File: config.mk
export PLATFORM = sky130hd
export DESIGN_NAME = nes_dma_top
export DESIGN_NICKNAME = d
export VERILOG_FILES = /design/src/nes_dma_pkg.sv /design/src/nes_dma_top.sv /design/src/cpu_bus_arbiter.sv /design/src/oam_dma_engine.sv /design/src/dmc_dma_slot.sv /design/src/dma_cycle_timer.sv
export SDC_FILE = /design/constraint.sdc
export NUM_CORES = 1
export LEC_CHECK = 0
export BUFFER_PORTS_ARGS = -buffer_cell sky130_fd_sc_hd__buf_2
export CORE_ASPECT_RATIO = 0.7
export CORE_MARGIN = 2
export CORE_UTILIZATION = 52
export CTS_BUF_LIST = sky130_fd_sc_hd__clkbuf_16
export DETAILED_ROUTE_END_ITERATION = 16
export HOLD_SLACK_MARGIN = 0.06
export PLACE_DENSITY_LB_ADDON = 0.15
export SLEW_MARGIN = 0
export SYNTH_ARGS = -nofsm -noshare
export SYNTH_HDL_FRONTEND = slang
export SYNTH_HIERARCHICAL = 1
export SYNTH_SLANG_ARGS = --single-unit
export TNS_END_PERCENT = 50
File: constraint.sdc
create_clock -name clk -period 6.1 [get_ports clk]
set_input_delay 0.915 -clock clk [delete_from_list [all_inputs] [get_ports clk]]
set_output_delay 0.915 -clock clk [all_outputs]
set_load 0.05 [all_outputs]
File: src/nes_dma_pkg.sv
// NES DMA shared definitions
// Bus widths, register addresses, the CPU bus struct and DMA state encodings
package nes_dma_pkg;

	// Data path widths
	typedef logic [15:0] addr_t;      // CPU address
	typedef logic [7:0]  byte_t;      // CPU data byte
	typedef logic [3:0]  div_cnt_t;   // Master clocks within one CPU cycle

	// Master clocks per CPU cycle
	localparam div_cnt_t CPU_DIV = 4'd12;

	// Writing the page number here kicks off sprite DMA
	localparam addr_t OAM_TRIGGER_ADDR = 16'h4014;
	// Every sprite DMA write lands on the PPU OAM data port
	localparam addr_t OAM_DATA_ADDR = 16'h2004;

	// One bus request or the resulting memory bus
	typedef struct packed {
		addr_t addr;   // Address to access
		byte_t data;   // Write data
		logic  rnw;    // 1 = read, 0 = write
	} cpu_bus_t;

	// Sprite DMA states
	typedef enum logic [1:0] {
		OAM_IDLE  = 2'd0,
		OAM_ARMED = 2'd1,   // Waiting for a CPU read on an odd cycle
		OAM_COPY  = 2'd3    // Moving bytes, owns the bus
	} oam_state_e;

	// DMC sample fetch states
	typedef enum logic {
		DMC_IDLE = 1'b0,
		DMC_SLOT = 1'b1     // Granted, fetch happens on the next even cycle
	} dmc_state_e;

endpackage
File: src/nes_dma_top.sv
// NES CPU side DMA unit
// Cycle timer, sprite and DMC DMA engines and the memory bus arbiter
module nes_dma_top
	import nes_dma_pkg::*;
(
	input  logic     clk,
	input  logic     reset,
	input  cpu_bus_t cpu_req,        // From the CPU
	input  byte_t    mem_rdata,      // Memory read data for mem_bus.addr
	input  logic     dmc_req,
	input  addr_t    dmc_addr,
	output cpu_bus_t mem_bus,
	output logic     dma_owns_bus,
	output logic     pause_cpu,      // CPU ready low
	output logic     dmc_ack,
	output logic     cpu_ce
);

	logic     odd_cycle;
	logic     start;
	logic     copy_active;
	logic     armed;
	cpu_bus_t oam_bus;

	dma_cycle_timer dma_cycle_timer_inst (
		.clk       (clk),
		.reset     (reset),
		.cpu_ce    (cpu_ce),
		.odd_cycle (odd_cycle)
	);

	dmc_dma_slot dmc_dma_slot_inst (
		.clk       (clk),
		.reset     (reset),
		.cpu_ce    (cpu_ce),
		.odd_cycle (odd_cycle),
		.cpu_rnw   (cpu_req.rnw),
		.dmc_req   (dmc_req),
		.dmc_ack   (dmc_ack)
	);

	oam_dma_engine oam_dma_engine_inst (
		.clk         (clk),
		.reset       (reset),
		.cpu_ce      (cpu_ce),
		.odd_cycle   (odd_cycle),
		.start       (start),
		.page        (cpu_req.data),   // Page number comes with the trigger write
		.cpu_rnw     (cpu_req.rnw),
		.dmc_ack     (dmc_ack),
		.mem_rdata   (mem_rdata),
		.copy_active (copy_active),
		.armed       (armed),
		.oam_bus     (oam_bus)
	);

	cpu_bus_arbiter cpu_bus_arbiter_inst (
		.cpu_req      (cpu_req),
		.oam_bus      (oam_bus),
		.copy_active  (copy_active),
		.armed        (armed),
		.dmc_ack      (dmc_ack),
		.dmc_req      (dmc_req),
		.dmc_addr     (dmc_addr),
		.start        (start),
		.mem_bus      (mem_bus),
		.dma_owns_bus (dma_owns_bus),
		.pause_cpu    (pause_cpu)
	);

endmodule

File: src/cpu_bus_arbiter.sv
// CPU bus arbiter
// Picks the bus owner (DMC, sprite DMA, CPU), decodes the trigger, makes pause_cpu
module cpu_bus_arbiter
	import nes_dma_pkg::*;
(
	input  cpu_bus_t cpu_req,        // CPU side request
	input  cpu_bus_t oam_bus,        // Sprite DMA request
	input  logic     copy_active,
	input  logic     armed,
	input  logic     dmc_ack,
	input  logic     dmc_req,
	input  addr_t    dmc_addr,       // DMC sample address
	output logic     start,          // Trigger write seen on the bus
	output cpu_bus_t mem_bus,
	output logic     dma_owns_bus,
	output logic     pause_cpu
);

	cpu_bus_t dmc_bus;   // DMC fetch is always a read

	always_comb begin
		dmc_bus.addr = dmc_addr;
		dmc_bus.data = cpu_req.data;   // Don't care on a read
		dmc_bus.rnw = 1'b1;
	end

	// Priority select
	always_comb begin
		if (dmc_ack)
			mem_bus = dmc_bus;
		else if (copy_active)
			mem_bus = oam_bus;
		else
			mem_bus = cpu_req;
	end

	assign dma_owns_bus = dmc_ack || copy_active;

	// Decoded from the selected bus
	// DMA never writes the trigger so only the CPU can start a copy
	assign start = !mem_bus.rnw && (mem_bus.addr == OAM_TRIGGER_ADDR);

	// Hold the CPU during any sprite phase and while a DMC fetch is pending
	assign pause_cpu = armed || copy_active || dmc_req;

endmodule

File: src/oam_dma_engine.sv
// Sprite (OAM) DMA engine
// Copies a 256 byte page to the PPU OAM port, read on even cycles, write on odd
module oam_dma_engine
	import nes_dma_pkg::*;
(
	input  logic     clk,
	input  logic     reset,
	input  logic     cpu_ce,
	input  logic     odd_cycle,
	input  logic     start,         // CPU wrote the trigger register
	input  byte_t    page,          // Source page from the CPU write data
	input  logic     cpu_rnw,
	input  logic     dmc_ack,       // DMC took this even cycle
	input  byte_t    mem_rdata,
	output logic     copy_active,   // Engine drives the bus
	output logic     armed,         // Waiting to start or resume
	output cpu_bus_t oam_bus
);

	oam_state_e state;
	byte_t      src_page;   // High byte of the source address
	byte_t      index;      // Byte within the page
	byte_t      data_latch; // Byte in flight from read to write

	// Owned even cycle that actually reads sprite data
	logic rd_cycle;
	logic wr_cycle;

	assign rd_cycle = (state == OAM_COPY) && !odd_cycle && !dmc_ack;
	assign wr_cycle = (state == OAM_COPY) && odd_cycle;

	// Control FSM
	always_ff @(posedge clk) begin
		if (reset) begin
			state <= OAM_IDLE;
		end else if (cpu_ce) begin
			case (state)
				OAM_IDLE: begin
					if (start)
						state <= OAM_ARMED;
				end
				OAM_ARMED: begin
					// CPU halts on a read, then the copy starts on an even cycle
					if (cpu_rnw && odd_cycle)
						state <= OAM_COPY;
				end
				OAM_COPY: begin
					if (!odd_cycle && dmc_ack)
						state <= OAM_ARMED;   // Lost the read, idle odd cycle follows
					else if (odd_cycle && index == 8'hFF)
						state <= OAM_IDLE;    // Last byte written
				end
				default: state <= OAM_IDLE;
			endcase
		end
	end

	// Address counter and data latch
	always_ff @(posedge clk) begin
		if (cpu_ce) begin
			if (start && state == OAM_IDLE) begin
				src_page <= page;
				index <= 8'h00;
			end
			if (rd_cycle)
				data_latch <= mem_rdata;
			if (wr_cycle)
				index <= index + 8'h01;   // Stalls through a DMC steal
		end
	end

	assign copy_active = (state == OAM_COPY);
	assign armed = (state == OAM_ARMED);

	// Read from the page on even cycles, write to OAM on odd ones
	always_comb begin
		oam_bus.addr = odd_cycle ? OAM_DATA_ADDR : {src_page, index};
		oam_bus.data = data_latch;
		oam_bus.rnw = !odd_cycle;
	end

endmodule

File: src/dmc_dma_slot.sv
// DMC sample DMA slot
// Grants one even CPU read cycle to each DMC fetch request
module dmc_dma_slot
	import nes_dma_pkg::*;
(
	input  logic clk,
	input  logic reset,
	input  logic cpu_ce,
	input  logic odd_cycle,
	input  logic cpu_rnw,     // CPU is in a read cycle
	input  logic dmc_req,     // Fetch wanted, held until acked
	output logic dmc_ack      // High for the stolen cycle
);

	dmc_state_e state;

	always_ff @(posedge clk) begin
		if (reset) begin
			state <= DMC_IDLE;
		end else if (cpu_ce) begin
			case (state)
				DMC_IDLE: begin
					// Only grab the bus when the CPU could be halted on a read
					if (dmc_req && cpu_rnw && !odd_cycle)
						state <= DMC_SLOT;
				end
				DMC_SLOT: begin
					if (!odd_cycle)
						state <= DMC_IDLE;   // Fetch cycle done
				end
				default: state <= DMC_IDLE;
			endcase
		end
	end

	// Fetch runs on the even cycle after the grant
	assign dmc_ack = (state == DMC_SLOT) && !odd_cycle;

endmodule

File: src/dma_cycle_timer.sv
// CPU cycle timer
// Divides clk down to a one-clock CPU enable and tracks even/odd cycle parity
module dma_cycle_timer
	import nes_dma_pkg::*;
(
	input  logic clk,
	input  logic reset,
	output logic cpu_ce,      // One clk wide, every CPU_DIV clocks
	output logic odd_cycle    // 1 = current CPU cycle is odd
);

	div_cnt_t div_cnt;   // Position within the CPU cycle

	// Divider and enable pulse
	always_ff @(posedge clk) begin
		if (reset) begin
			div_cnt <= '0;
			cpu_ce <= 1'b0;
		end else if (div_cnt == CPU_DIV - 4'd1) begin
			div_cnt <= '0;
			cpu_ce <= 1'b1;   // Last clock of the CPU cycle
		end else begin
			div_cnt <= div_cnt + 4'd1;
			cpu_ce <= 1'b0;
		end
	end

	// Parity flips as each CPU cycle completes
	// First cycle after reset counts as odd
	always_ff @(posedge clk) begin
		if (reset)
			odd_cycle <= 1'b1;
		else if (cpu_ce)
			odd_cycle <= ~odd_cycle;
	end

endmodule

==> results of run 1 <==
worst paths after layout:
kind                                          end  cells after the start                             from
setup / recovery     oam_dma_engine_inst/index[3]                      8     oam_dma_engine_inst/state[1]
hold reg to reg   dma_cycle_timer_inst/div_cnt[0]                      1  dma_cycle_timer_inst/div_cnt[0]
hold / removal    dma_cycle_timer_inst/div_cnt[0]                      1  dma_cycle_timer_inst/div_cnt[0]
setup reg to reg     oam_dma_engine_inst/index[3]                      8     oam_dma_engine_inst/state[1]
report_power, final:
| part | leakage, nW | internal [mW] | switching (mW) | total [mW] |
|---|---|---|---|---|
| Combinational | 0.617 | 0.0249 | 0.0490 | 0.0739 |
| Sequential | 0.310 | 0.241 | 0.00146 | 0.243 |
| Clock | 0.0776 | 0.146 | 0.0770 | 0.223 |
| Total | 1.01 | 0.412 | 0.127 | 0.540 |
flip-flops by register name, indices dropped and copies added, names as in the netlist:
register                        count
dma_cycle_timer_inst/cpu_ce         1
dma_cycle_timer_inst/div_cnt        4
dma_cycle_timer_inst/odd_cycle      1
dmc_dma_slot_inst/state             1
oam_dma_engine_inst/data_latch      8
oam_dma_engine_inst/index           8
oam_dma_engine_inst/src_page        8
oam_dma_engine_inst/state           2
synth_stat cells (all sizes together) (2+ instances only):
master / n / share of area (%)
nor3b: 2 / 1.0
or3b: 2 / 0.87
nor3: 4 / 1.0
xnor2: 3 / 1.3
or3: 3 / 0.94
mux2i: 18 / 9.0
or2b: 4 / 1.5
edfxtp: 24 / 36
o21ai: 17 / 4.2
or2: 3 / 0.94
mux2: 8 / 4.5
nand2: 20 / 3.7
nor2: 8 / 1.5
nand3: 4 / 1.0
nor2b: 20 / 6.4
and3: 5 / 1.6
ha: 2 / 1.2
a21oi: 4 / 1.0
clkbuf: 4 / 0.75
inv: 2 / 0.37
dfxtp: 9 / 9.0
xor2: 3 / 1.3
o32ai: 2 / 1.2
buf: 5 / 3.1
metrics by stage:
step | cell area, µm² | power, mW
CTS | 2536 | 0.5450
finish | 2536 | 0.5398
floorplan | 2003 | 0.2922
global route | 2536 | 0.5621
global placement | 2400 | 0.3210
detailed placement | 2400 | 0.3209
cell families (layout without fill, tap and decap cells):
family | Yosys count | in the layout
DFF | 33 | 33
xor gates and xnor gates | 6 | 6
and+or+nand+nor | 84 | 84
AOI/OAI and AO/OA | 29 | 29
muxes | 26 | 26
adders and majority gates | 2 | 2
buffers and inverters | 11 | 91
metal layers:
metal	up-vias	track usage [%]
met4	0	3.759
met2	96	26.85
met3	2	7.468
met5	-	0
li1	856	-
met1	723	32.32
final cells by class:
type                            count  share of cell area [%]
Tap cell                           50                   2.467
Sequential cell                    33                   35.52
Clock buffer                        5                   4.933
Inverter                            2                  0.2960
Timing Repair Buffer               81                   16.08
Multi-Input combinational cell    147                   40.26
Clock inverter                      3                  0.4440
==> results.toml, run 1 <==
[floorplanning]
start_util_pct = 55.59
fp.dieH_um = 55.93
row_count = 18
fp.coreArea_mm2 = 0.003603
io_pins = 81
die_area_mm2 = 0.004373
die_w_um = 78.19

[final_layout]
layout.cells.non_filler = 321
fill_cells = 274
final_nets = 324
final_cell_mix = "80 x buf_2, 24 x edfxtp_1, 20 x nand2_1"
drive_above_1_share_pct = 35.79
syn_to_final_growth_pct = 26.61
register_area_um2 = 900.9
post-route-util_pct = 70.38
antenna_cells = 0
multiInputGateArea_mm2 = 0.001021
mostFrequentLayoutCell = "buf_2"

[critical_path]
cp-end-kind = "flop"
cp_cell_sequence = "and2_2, mux2i_1, o21ai_0, or4_1, nor4_2, nand2_1, nor3_1, a31o_2"
cp_slowest_cell = "nor3_1"
required_ns = 6.05
worst-setup-path-type = "flop to flop"
critPathBufInv = 0
arrival_ns = 3.85
cp-start-kind = "flop"
ff2ff_setup_slack_ns = 2.20
slowest_delay_ns = 0.83
crit_path_max_fanout = 25
cpLargestDelayFamily = "simple AND/OR/NAND/NOR gates"

[detailed_routing]
drt-vias-per-instance = 5.224
drt-wirelength-per-cell_um = 14.10
wl_met3_um = 541
wl_met1_um = 2229
drt_iter0_drc = 124
wl_met2_um = 1737
vias = 1677
drtPass1Iterations = 4
drcViolationCount = 0
ant_nets = 0
top_layer = "met4"
wl_um = 4526

[synth]
synth_seq_cells = 33
synthMuxAreaShare_pct = 13.49
synth_area_per_cell_um2 = 10.49
synth_top_family_by_area = "simple AND/OR/NAND/NOR gates"
syn_area_mm2 = 0.002003
synth-edff-count = 24
synth_top_flop_cell = "edfxtp_1"
yosys.area_share.simple_pct = 24.55
synth_nets = 245
ys_seq_area_share_pct = 44.97
synth-adder-area-share_pct = 1.249
yosys_warnings = 6
synth_compound_area_share_pct = 8.932
synth.distinct_cells = 47
postSynthCellCount = 191
async_flop_share_pct = 0
synth_xor_area_share_pct = 2.623

[global_route]
grt_max_degree = 37
antenna_found_initial = 0
gr-total-overflow = 0
grt_usage_pct = 20.54
first_global_vias = 1506
grt_pass1_wl_um = 7093

[placed_design]
pre_cts_ws_ns = 2.193
post-place-cells = 313
port_buffers = 80
hpwlAfterDp_um = 3424
finalWeightedCongestion = 0.8148

[clocking]
ctsHtreeMaxLevel = 2
cts-root-buf = "clkbuf_16"
hold_buffers = 0
clock_latency_ns = 0.27
cts_tree = "yes"
cts_resized = 0
cts_setup_buffers = 0
clkSinkCount = 33
cts_buffers = 5
clk_pin_slew_ns = 0.05
clockBufferDepth = 2

[sta]
setup_tns_ns = 0
holdWs_ns = 0.4792
slew_viol_final = 0
clock.fmax_mhz = 256.7
tightestPinTransition_ns = 1.088
min_period_ns = 3.896
finalSetupViolCount = 0
finalHoldViolCount = 0
grt_setup_unrepaired = "no"
skew_ns = 0.005347
slew_headroom_pct = 26.89
worst_slack_ns = 2.204
fin_crit_sh_pct = 63.87

[run]
drv_cap = 0

[outcome]
status = "completed"

[pwr]
vdd_drop_max_mv = 0.2240
p_leak_nw = 1.005
power_density_mw_per_mm2 = 212.8

[worst_hold_path]
worstHoldPathType = "flop to flop"
No activity file was read; power rests on OpenSTA's default activity.
==> run 2: changes to the inputs <==
--- a/config.mk
+++ b/config.mk
@@ -8,7 +8,7 @@
 export BUFFER_PORTS_ARGS = -buffer_cell sky130_fd_sc_hd__buf_2
 export CORE_ASPECT_RATIO = 0.7
 export CORE_MARGIN = 2
-export CORE_UTILIZATION = 52
+export CORE_UTILIZATION = 44
 export CTS_BUF_LIST = sky130_fd_sc_hd__clkbuf_16
 export DETAILED_ROUTE_END_ITERATION = 16
 export HOLD_SLACK_MARGIN = 0.06
==> constraint.sdc (replaced) <==
create_clock -name clk -period 3.2 [get_ports clk]
set_input_delay 0.48 -clock clk [delete_from_list [all_inputs] [get_ports clk]]
set_output_delay 0.48 -clock clk [all_outputs]
set_load 0.05 [all_outputs]
==> run 2 against run 1 <==
Effect of this change:
- utilization is 8.2 points lower
- combinational power is 100% higher
- maximum frequency is 29% higher
- sequential cell count stayed put
- clock power is 96% higher
- die area is 17% higher
- via count is 4.3% higher
- total power is 94% higher
- critical path type unchanged
- largest power group unchanged
- highest routed layer unchanged
==> results.toml, run 2 (same netlist as run 1, synthesis figures left out) <==
[final_layout]
drive_above_1_share_pct = 43.17
layout.cells.non_filler = 333
finalInstanceArea_mm2 = 0.002706
mostFrequentLayoutCell = "buf_2"
final_nets = 331
final_cell_mix = "80 x buf_2, 24 x edfxtp_1, 20 x nand2_1"
syn_to_final_growth_pct = 35.10
fill_cells = 373
top_regs = "oam_dma_engine_inst/data_latch (8), oam_dma_engine_inst/index (8), oam_dma_engine_inst/src_page (8)"
antenna_cells = 0

[placed_design]
hpwlAfterDp_um = 3836
dpl-instance-area_mm2 = 0.002569
port_buffers = 80
post-place-cells = 325
finalWeightedCongestion = 0.7748

[clocking]
cts-root-buf = "clkbuf_16"
clock_latency_ns = 0.27
clk_pin_slew_ns = 0.05
clkSinkCount = 33
cts_buffers = 5
cts_setup_buffers = 0
ctsHtreeMaxLevel = 2
cts_resized = 0
cts_tree = "yes"
hold_buffers = 0
clockBufferDepth = 2

[detailed_routing]
drcViolationCount = 0
drt-vias-per-instance = 5.252
drt_iter0_drc = 80
drt-wirelength-per-cell_um = 14.89
wl_um = 4958
ant_nets = 0
drtPass1Iterations = 4
vias = 1749

[worst_hold_path]
worstHoldPathType = "input port to flop"
hold_depth = 1

[sta]
finalSetupViolCount = 0
fin_crit_sh_pct = 94.07
tightestPinTransition_ns = 0.4465
slew_viol_final = 0
min_period_ns = 3.010
grt_setup_unrepaired = "no"
slew_headroom_pct = 70.17
skew_ns = 0.003353
clock.fmax_mhz = 332.2
setup_tns_ns = 0
finalHoldViolCount = 0

[pwr]
vdd_drop_max_mv = 0.3346
p_leak_nw = 1.062
power_density_mw_per_mm2 = 387.7
power_mw = 1.049

[run]
drv_cap = 0

[global_route]
antenna_found_initial = 0
grt_usage_pct = 20.04
grt_pass1_wl_um = 7907
grt_max_degree = 25
gr-total-overflow = 0
first_global_vias = 1680

[floorplanning]
die_w_um = 84.65
row_count = 20
fp.dieH_um = 60.45
die_area_mm2 = 0.005117
io_pins = 81
start_util_pct = 46.01
fp.coreArea_mm2 = 0.004354

[critical_path]
cp-start-kind = "flop"
required_ns = 3.40
r2r_cells = 10
crit_path_max_fanout = 16
ff2ff_setup_slack_ns = 0.19
worst-setup-path-type = "flop to flop"
arrival_ns = 3.21
cp-end-kind = "flop"

[outcome]
status = "completed"
[run 2: cell types whose count changed in the layout (fill, tap and decap cells not counted), sizes merged]
cell    change
buf         +7
clkinv      +3
inv         -3
[run 2: path summary, 6_finish.rpt]
kind	startpoint	end
worst min-delay path	mem_rdata[2]	oam_dma_engine_inst/data_latch[2]
worst max register to register	oam_dma_engine_inst/state[0]	oam_dma_engine_inst/state[1]
worst min register to register	dma_cycle_timer_inst/div_cnt[0]	dma_cycle_timer_inst/div_cnt[0]
worst max-delay path	oam_dma_engine_inst/state[0]	oam_dma_engine_inst/state[1]
[run 2: metrics by stage]
| step | setup WS [ns] | hold slack [ns] | util (%) |
|---|---|---|---|
| after CTS | 0.2178 | 0.3731 | 62.16 |
| final | 0.1897 | 0.3786 | 62.16 |
| after detailed placement | 0.2470 | 0.4703 | 58.99 |
| after global placement | 0.3247 | 0.4642 | 58.99 |
| after global routing | 0.009692 | 0.3696 | 62.16 |
| after floorplan | 0.01036 | 0.4404 | - |
[run 2: where the power goes]
group	internal, mW	switching (mW)	total (mW)
clock network	0.280	0.158	0.438
registers	0.460	0.00292	0.463
logic	0.0513	0.0967	0.148
total	0.792	0.258	1.05
[run 2: area by class of cell]
cell class / count / area [µm²] / area share (%)
Tap cell: 55 / 68.82 / 2.543
Clock buffer: 5 / 125.1 / 4.623
Timing Repair Buffer: 88 / 473.0 / 17.48
Sequential cell: 33 / 902.1 / 33.33
Clock inverter: 3 / 12.51 / 0.4623
Inverter: 2 / 7.507 / 0.2774
Multi-Input combinational cell: 147 / 1117 / 41.29
[run 2: worst max-delay path, cell delays in order (launching register included)]
cell and delay, ns:
dfxtp_1 0.33, and2_2 0.33, buf_4 0.31, mux2i_1 0.27, o2111ai_1 0.14, or3_1 0.34
nor4_2 0.33, o31ai_1 0.11, a221o_1 0.32, or3b_1 0.35, a21oi_1 0.12
[run 2: layer usage]
| metal | wire length (µm) | GRT usage (%) | vias to the layer above |
|---|---|---|---|
| met5 | 0 | 0 | - |
| met4 | 85 | 9.297 | 0 |
| met3 | 513 | 4.490 | 10 |
| met2 | 1837 | 28.68 | 97 |
| met1 | 2521 | 29.17 | 772 |
| li1 | - | - | 870 |
==> run 3: changes to the inputs <==
--- a/config.mk
+++ b/config.mk
@@ -8,7 +8,7 @@
 export BUFFER_PORTS_ARGS = -buffer_cell sky130_fd_sc_hd__buf_2
 export CORE_ASPECT_RATIO = 0.7
 export CORE_MARGIN = 2
-export CORE_UTILIZATION = 44
+export CORE_UTILIZATION = 30
 export CTS_BUF_LIST = sky130_fd_sc_hd__clkbuf_16
 export DETAILED_ROUTE_END_ITERATION = 16
 export HOLD_SLACK_MARGIN = 0.06
==> run 3 against run 2 <==
Effect of this change:
- global-route usage down 5.3 points
- largest cell class unchanged
- clock power up 3%
- register-to-register slack improved by 0.03 ns
- combinational power about the same
==> results.toml, run 3 (same netlist as run 1, synthesis figures left out) <==
[outcome]
status = "completed"

[global_route]
met2_usage_pct = 19.37
use_met3_pct = 3.179
first_global_vias = 1659
grt_max_degree = 18
gr-total-overflow = 0
grt_usage_pct = 14.74
grt_use_met1_pct = 23.67
antenna_found_initial = 0
grt_pass1_wl_um = 8369
busiest_layer = "met1"

[floorplanning]
fp.coreArea_mm2 = 0.006336
fp.dieH_um = 72.37
die_w_um = 101.7
die_area_mm2 = 0.007357
io_pins = 81
row_count = 24
start_util_pct = 31.62

[sta]
min_period_ns = 2.983
setup_tns_ns = 0
finalSetupViolCount = 0
tightestPinTransition_ns = 0.5558
grt_setup_unrepaired = "no"
fin_crit_sh_pct = 93.21
worst_slack_ns = 0.2173
slew_viol_final = 0
clock.fmax_mhz = 335.3
skew_ns = 0.003170
slew_headroom_pct = 62.87
finalHoldViolCount = 0
holdWs_ns = 0.3811

[pwr]
vdd_drop_max_mv = 0.2733
power_density_mw_per_mm2 = 382.2
p_leak_nw = 1.099

[detailed_routing]
wl_um = 5364
drt_iter0_drc = 93
drt-vias-per-instance = 4.483
drcViolationCount = 0
ant_nets = 0
vias = 1672
drtPass1Iterations = 4
drt-wirelength-per-cell_um = 14.38

[clocking]
clk_pin_slew_ns = 0.05
cts_buffers = 5
clkSinkCount = 33
clockBufferDepth = 2
cts-root-buf = "clkbuf_16"
cts_tree = "yes"
clock_latency_ns = 0.27
ctsHtreeMaxLevel = 2

[critical_path]
endpoint = "oam_dma_engine_inst/state[1]"
arrival_ns = 3.18
cp-end-kind = "flop"
rr_startpoint = "oam_dma_engine_inst/state[1]"
r2r_cells = 10
startpoint = "oam_dma_engine_inst/state[1]"
cp-start-kind = "flop"
worst-setup-path-type = "flop to flop"
required_ns = 3.40
r2r_end = "oam_dma_engine_inst/state[1]"
crit_path_max_fanout = 11
ff2ff_setup_slack_ns = 0.22

[final_layout]
final_cell_mix = "80 x buf_2, 24 x edfxtp_1, 20 x nand2_1"
antenna_cells = 0
mostFrequentLayoutCell = "buf_2"
top_regs = "oam_dma_engine_inst/data_latch (8), oam_dma_engine_inst/index (8), oam_dma_engine_inst/src_page (8)"
fill_cells = 607
syn_to_final_growth_pct = 38.79
final_nets = 335
drive_above_1_share_pct = 44.33

[placed_design]
pre_cts_ws_ns = 0.07666
hpwlAfterDp_um = 4275
port_buffers = 80
finalWeightedCongestion = 0.7966

[worst_hold_path]
min_from = "mem_rdata[6]"
worstHoldPathType = "input port to flop"

[run]
drv_cap = 0
-- run 3: changes by cell type in the layout (fill, tap and decap cells not counted), sizes merged --
cell,before,now
inv,2,5
clkinv,3,0
buf,88,92
-- run 3: worst min path at each step --
stage / endpoint / slack (ns) / cells after the start
floorplan: dma_cycle_timer_inst/div_cnt[0] / 0.44 / 1
global placement: dma_cycle_timer_inst/div_cnt[0] / 0.47 / 1
detailed placement: dma_cycle_timer_inst/div_cnt[0] / 0.47 / 1
CTS: oam_dma_engine_inst/data_latch[4] / 0.37 / 1
global route: oam_dma_engine_inst/data_latch[4] / 0.37 / 1
finish: oam_dma_engine_inst/data_latch[6] / 0.38 / 1
-- run 3: worst max-delay path: stages (launching register included) --
cell and delay (ns):
dfxtp_2 0.42, and2_4 0.28, buf_4 0.23, mux2i_1 0.26, o2111ai_1 0.15, or3_1 0.36, nor4_4 0.32, o31ai_1 0.10
a221o_1 0.31, or3b_1 0.36, a21oi_1 0.12
-- run 3: timing repair --
action,in CTS,in global routing
buffers inserted,0,0
endpoints found under the setup margin,0,17
gates resized for setup,0,2
hold buffers,0,0
-- run 3: where the power goes --
part	switching [mW]	internal (mW)	total [mW]
Combinational	0.0981	0.0513	0.149
Sequential	0.00289	0.460	0.462
Clock	0.168	0.283	0.451
-- run 3: layout make-up --
| type | count | area [µm²] | share of cell area (%) |
|---|---|---|---|
| Multi-Input combinational cell | 147 | 1127 | 40.55 |
| Sequential cell | 33 | 902.1 | 32.45 |
| Timing Repair Buffer | 92 | 490.5 | 17.64 |
| Clock buffer | 5 | 125.1 | 4.500 |
| Tap cell | 91 | 113.9 | 4.095 |
| Clock inverter | 3 | 13.76 | 0.4950 |
| Inverter | 2 | 7.507 | 0.2700 |
-- run 3: metrics by stage --
stage                     total power, mW  std cells  instance area [µm²]  utilization, %
after floorplan                    0.5631        191                 2121               -
after global placement             0.6210        365                 2631           41.53
after detailed placement           0.6203        365                 2631           41.53
after CTS                           1.077        373                 2770           43.72
after global routing                1.107        373                 2780           43.88
final                               1.062        373                 2780           43.88
-- run 3: metal layers --
| layer | share of wire, % | wire length, µm |
|---|---|---|
| met1 | 55 | 2966 |
| met2 | 35 | 1897 |
| met3 | 8.6 | 460 |
| met4 | 0.75 | 40 |
| met5 | 0 | 0 |
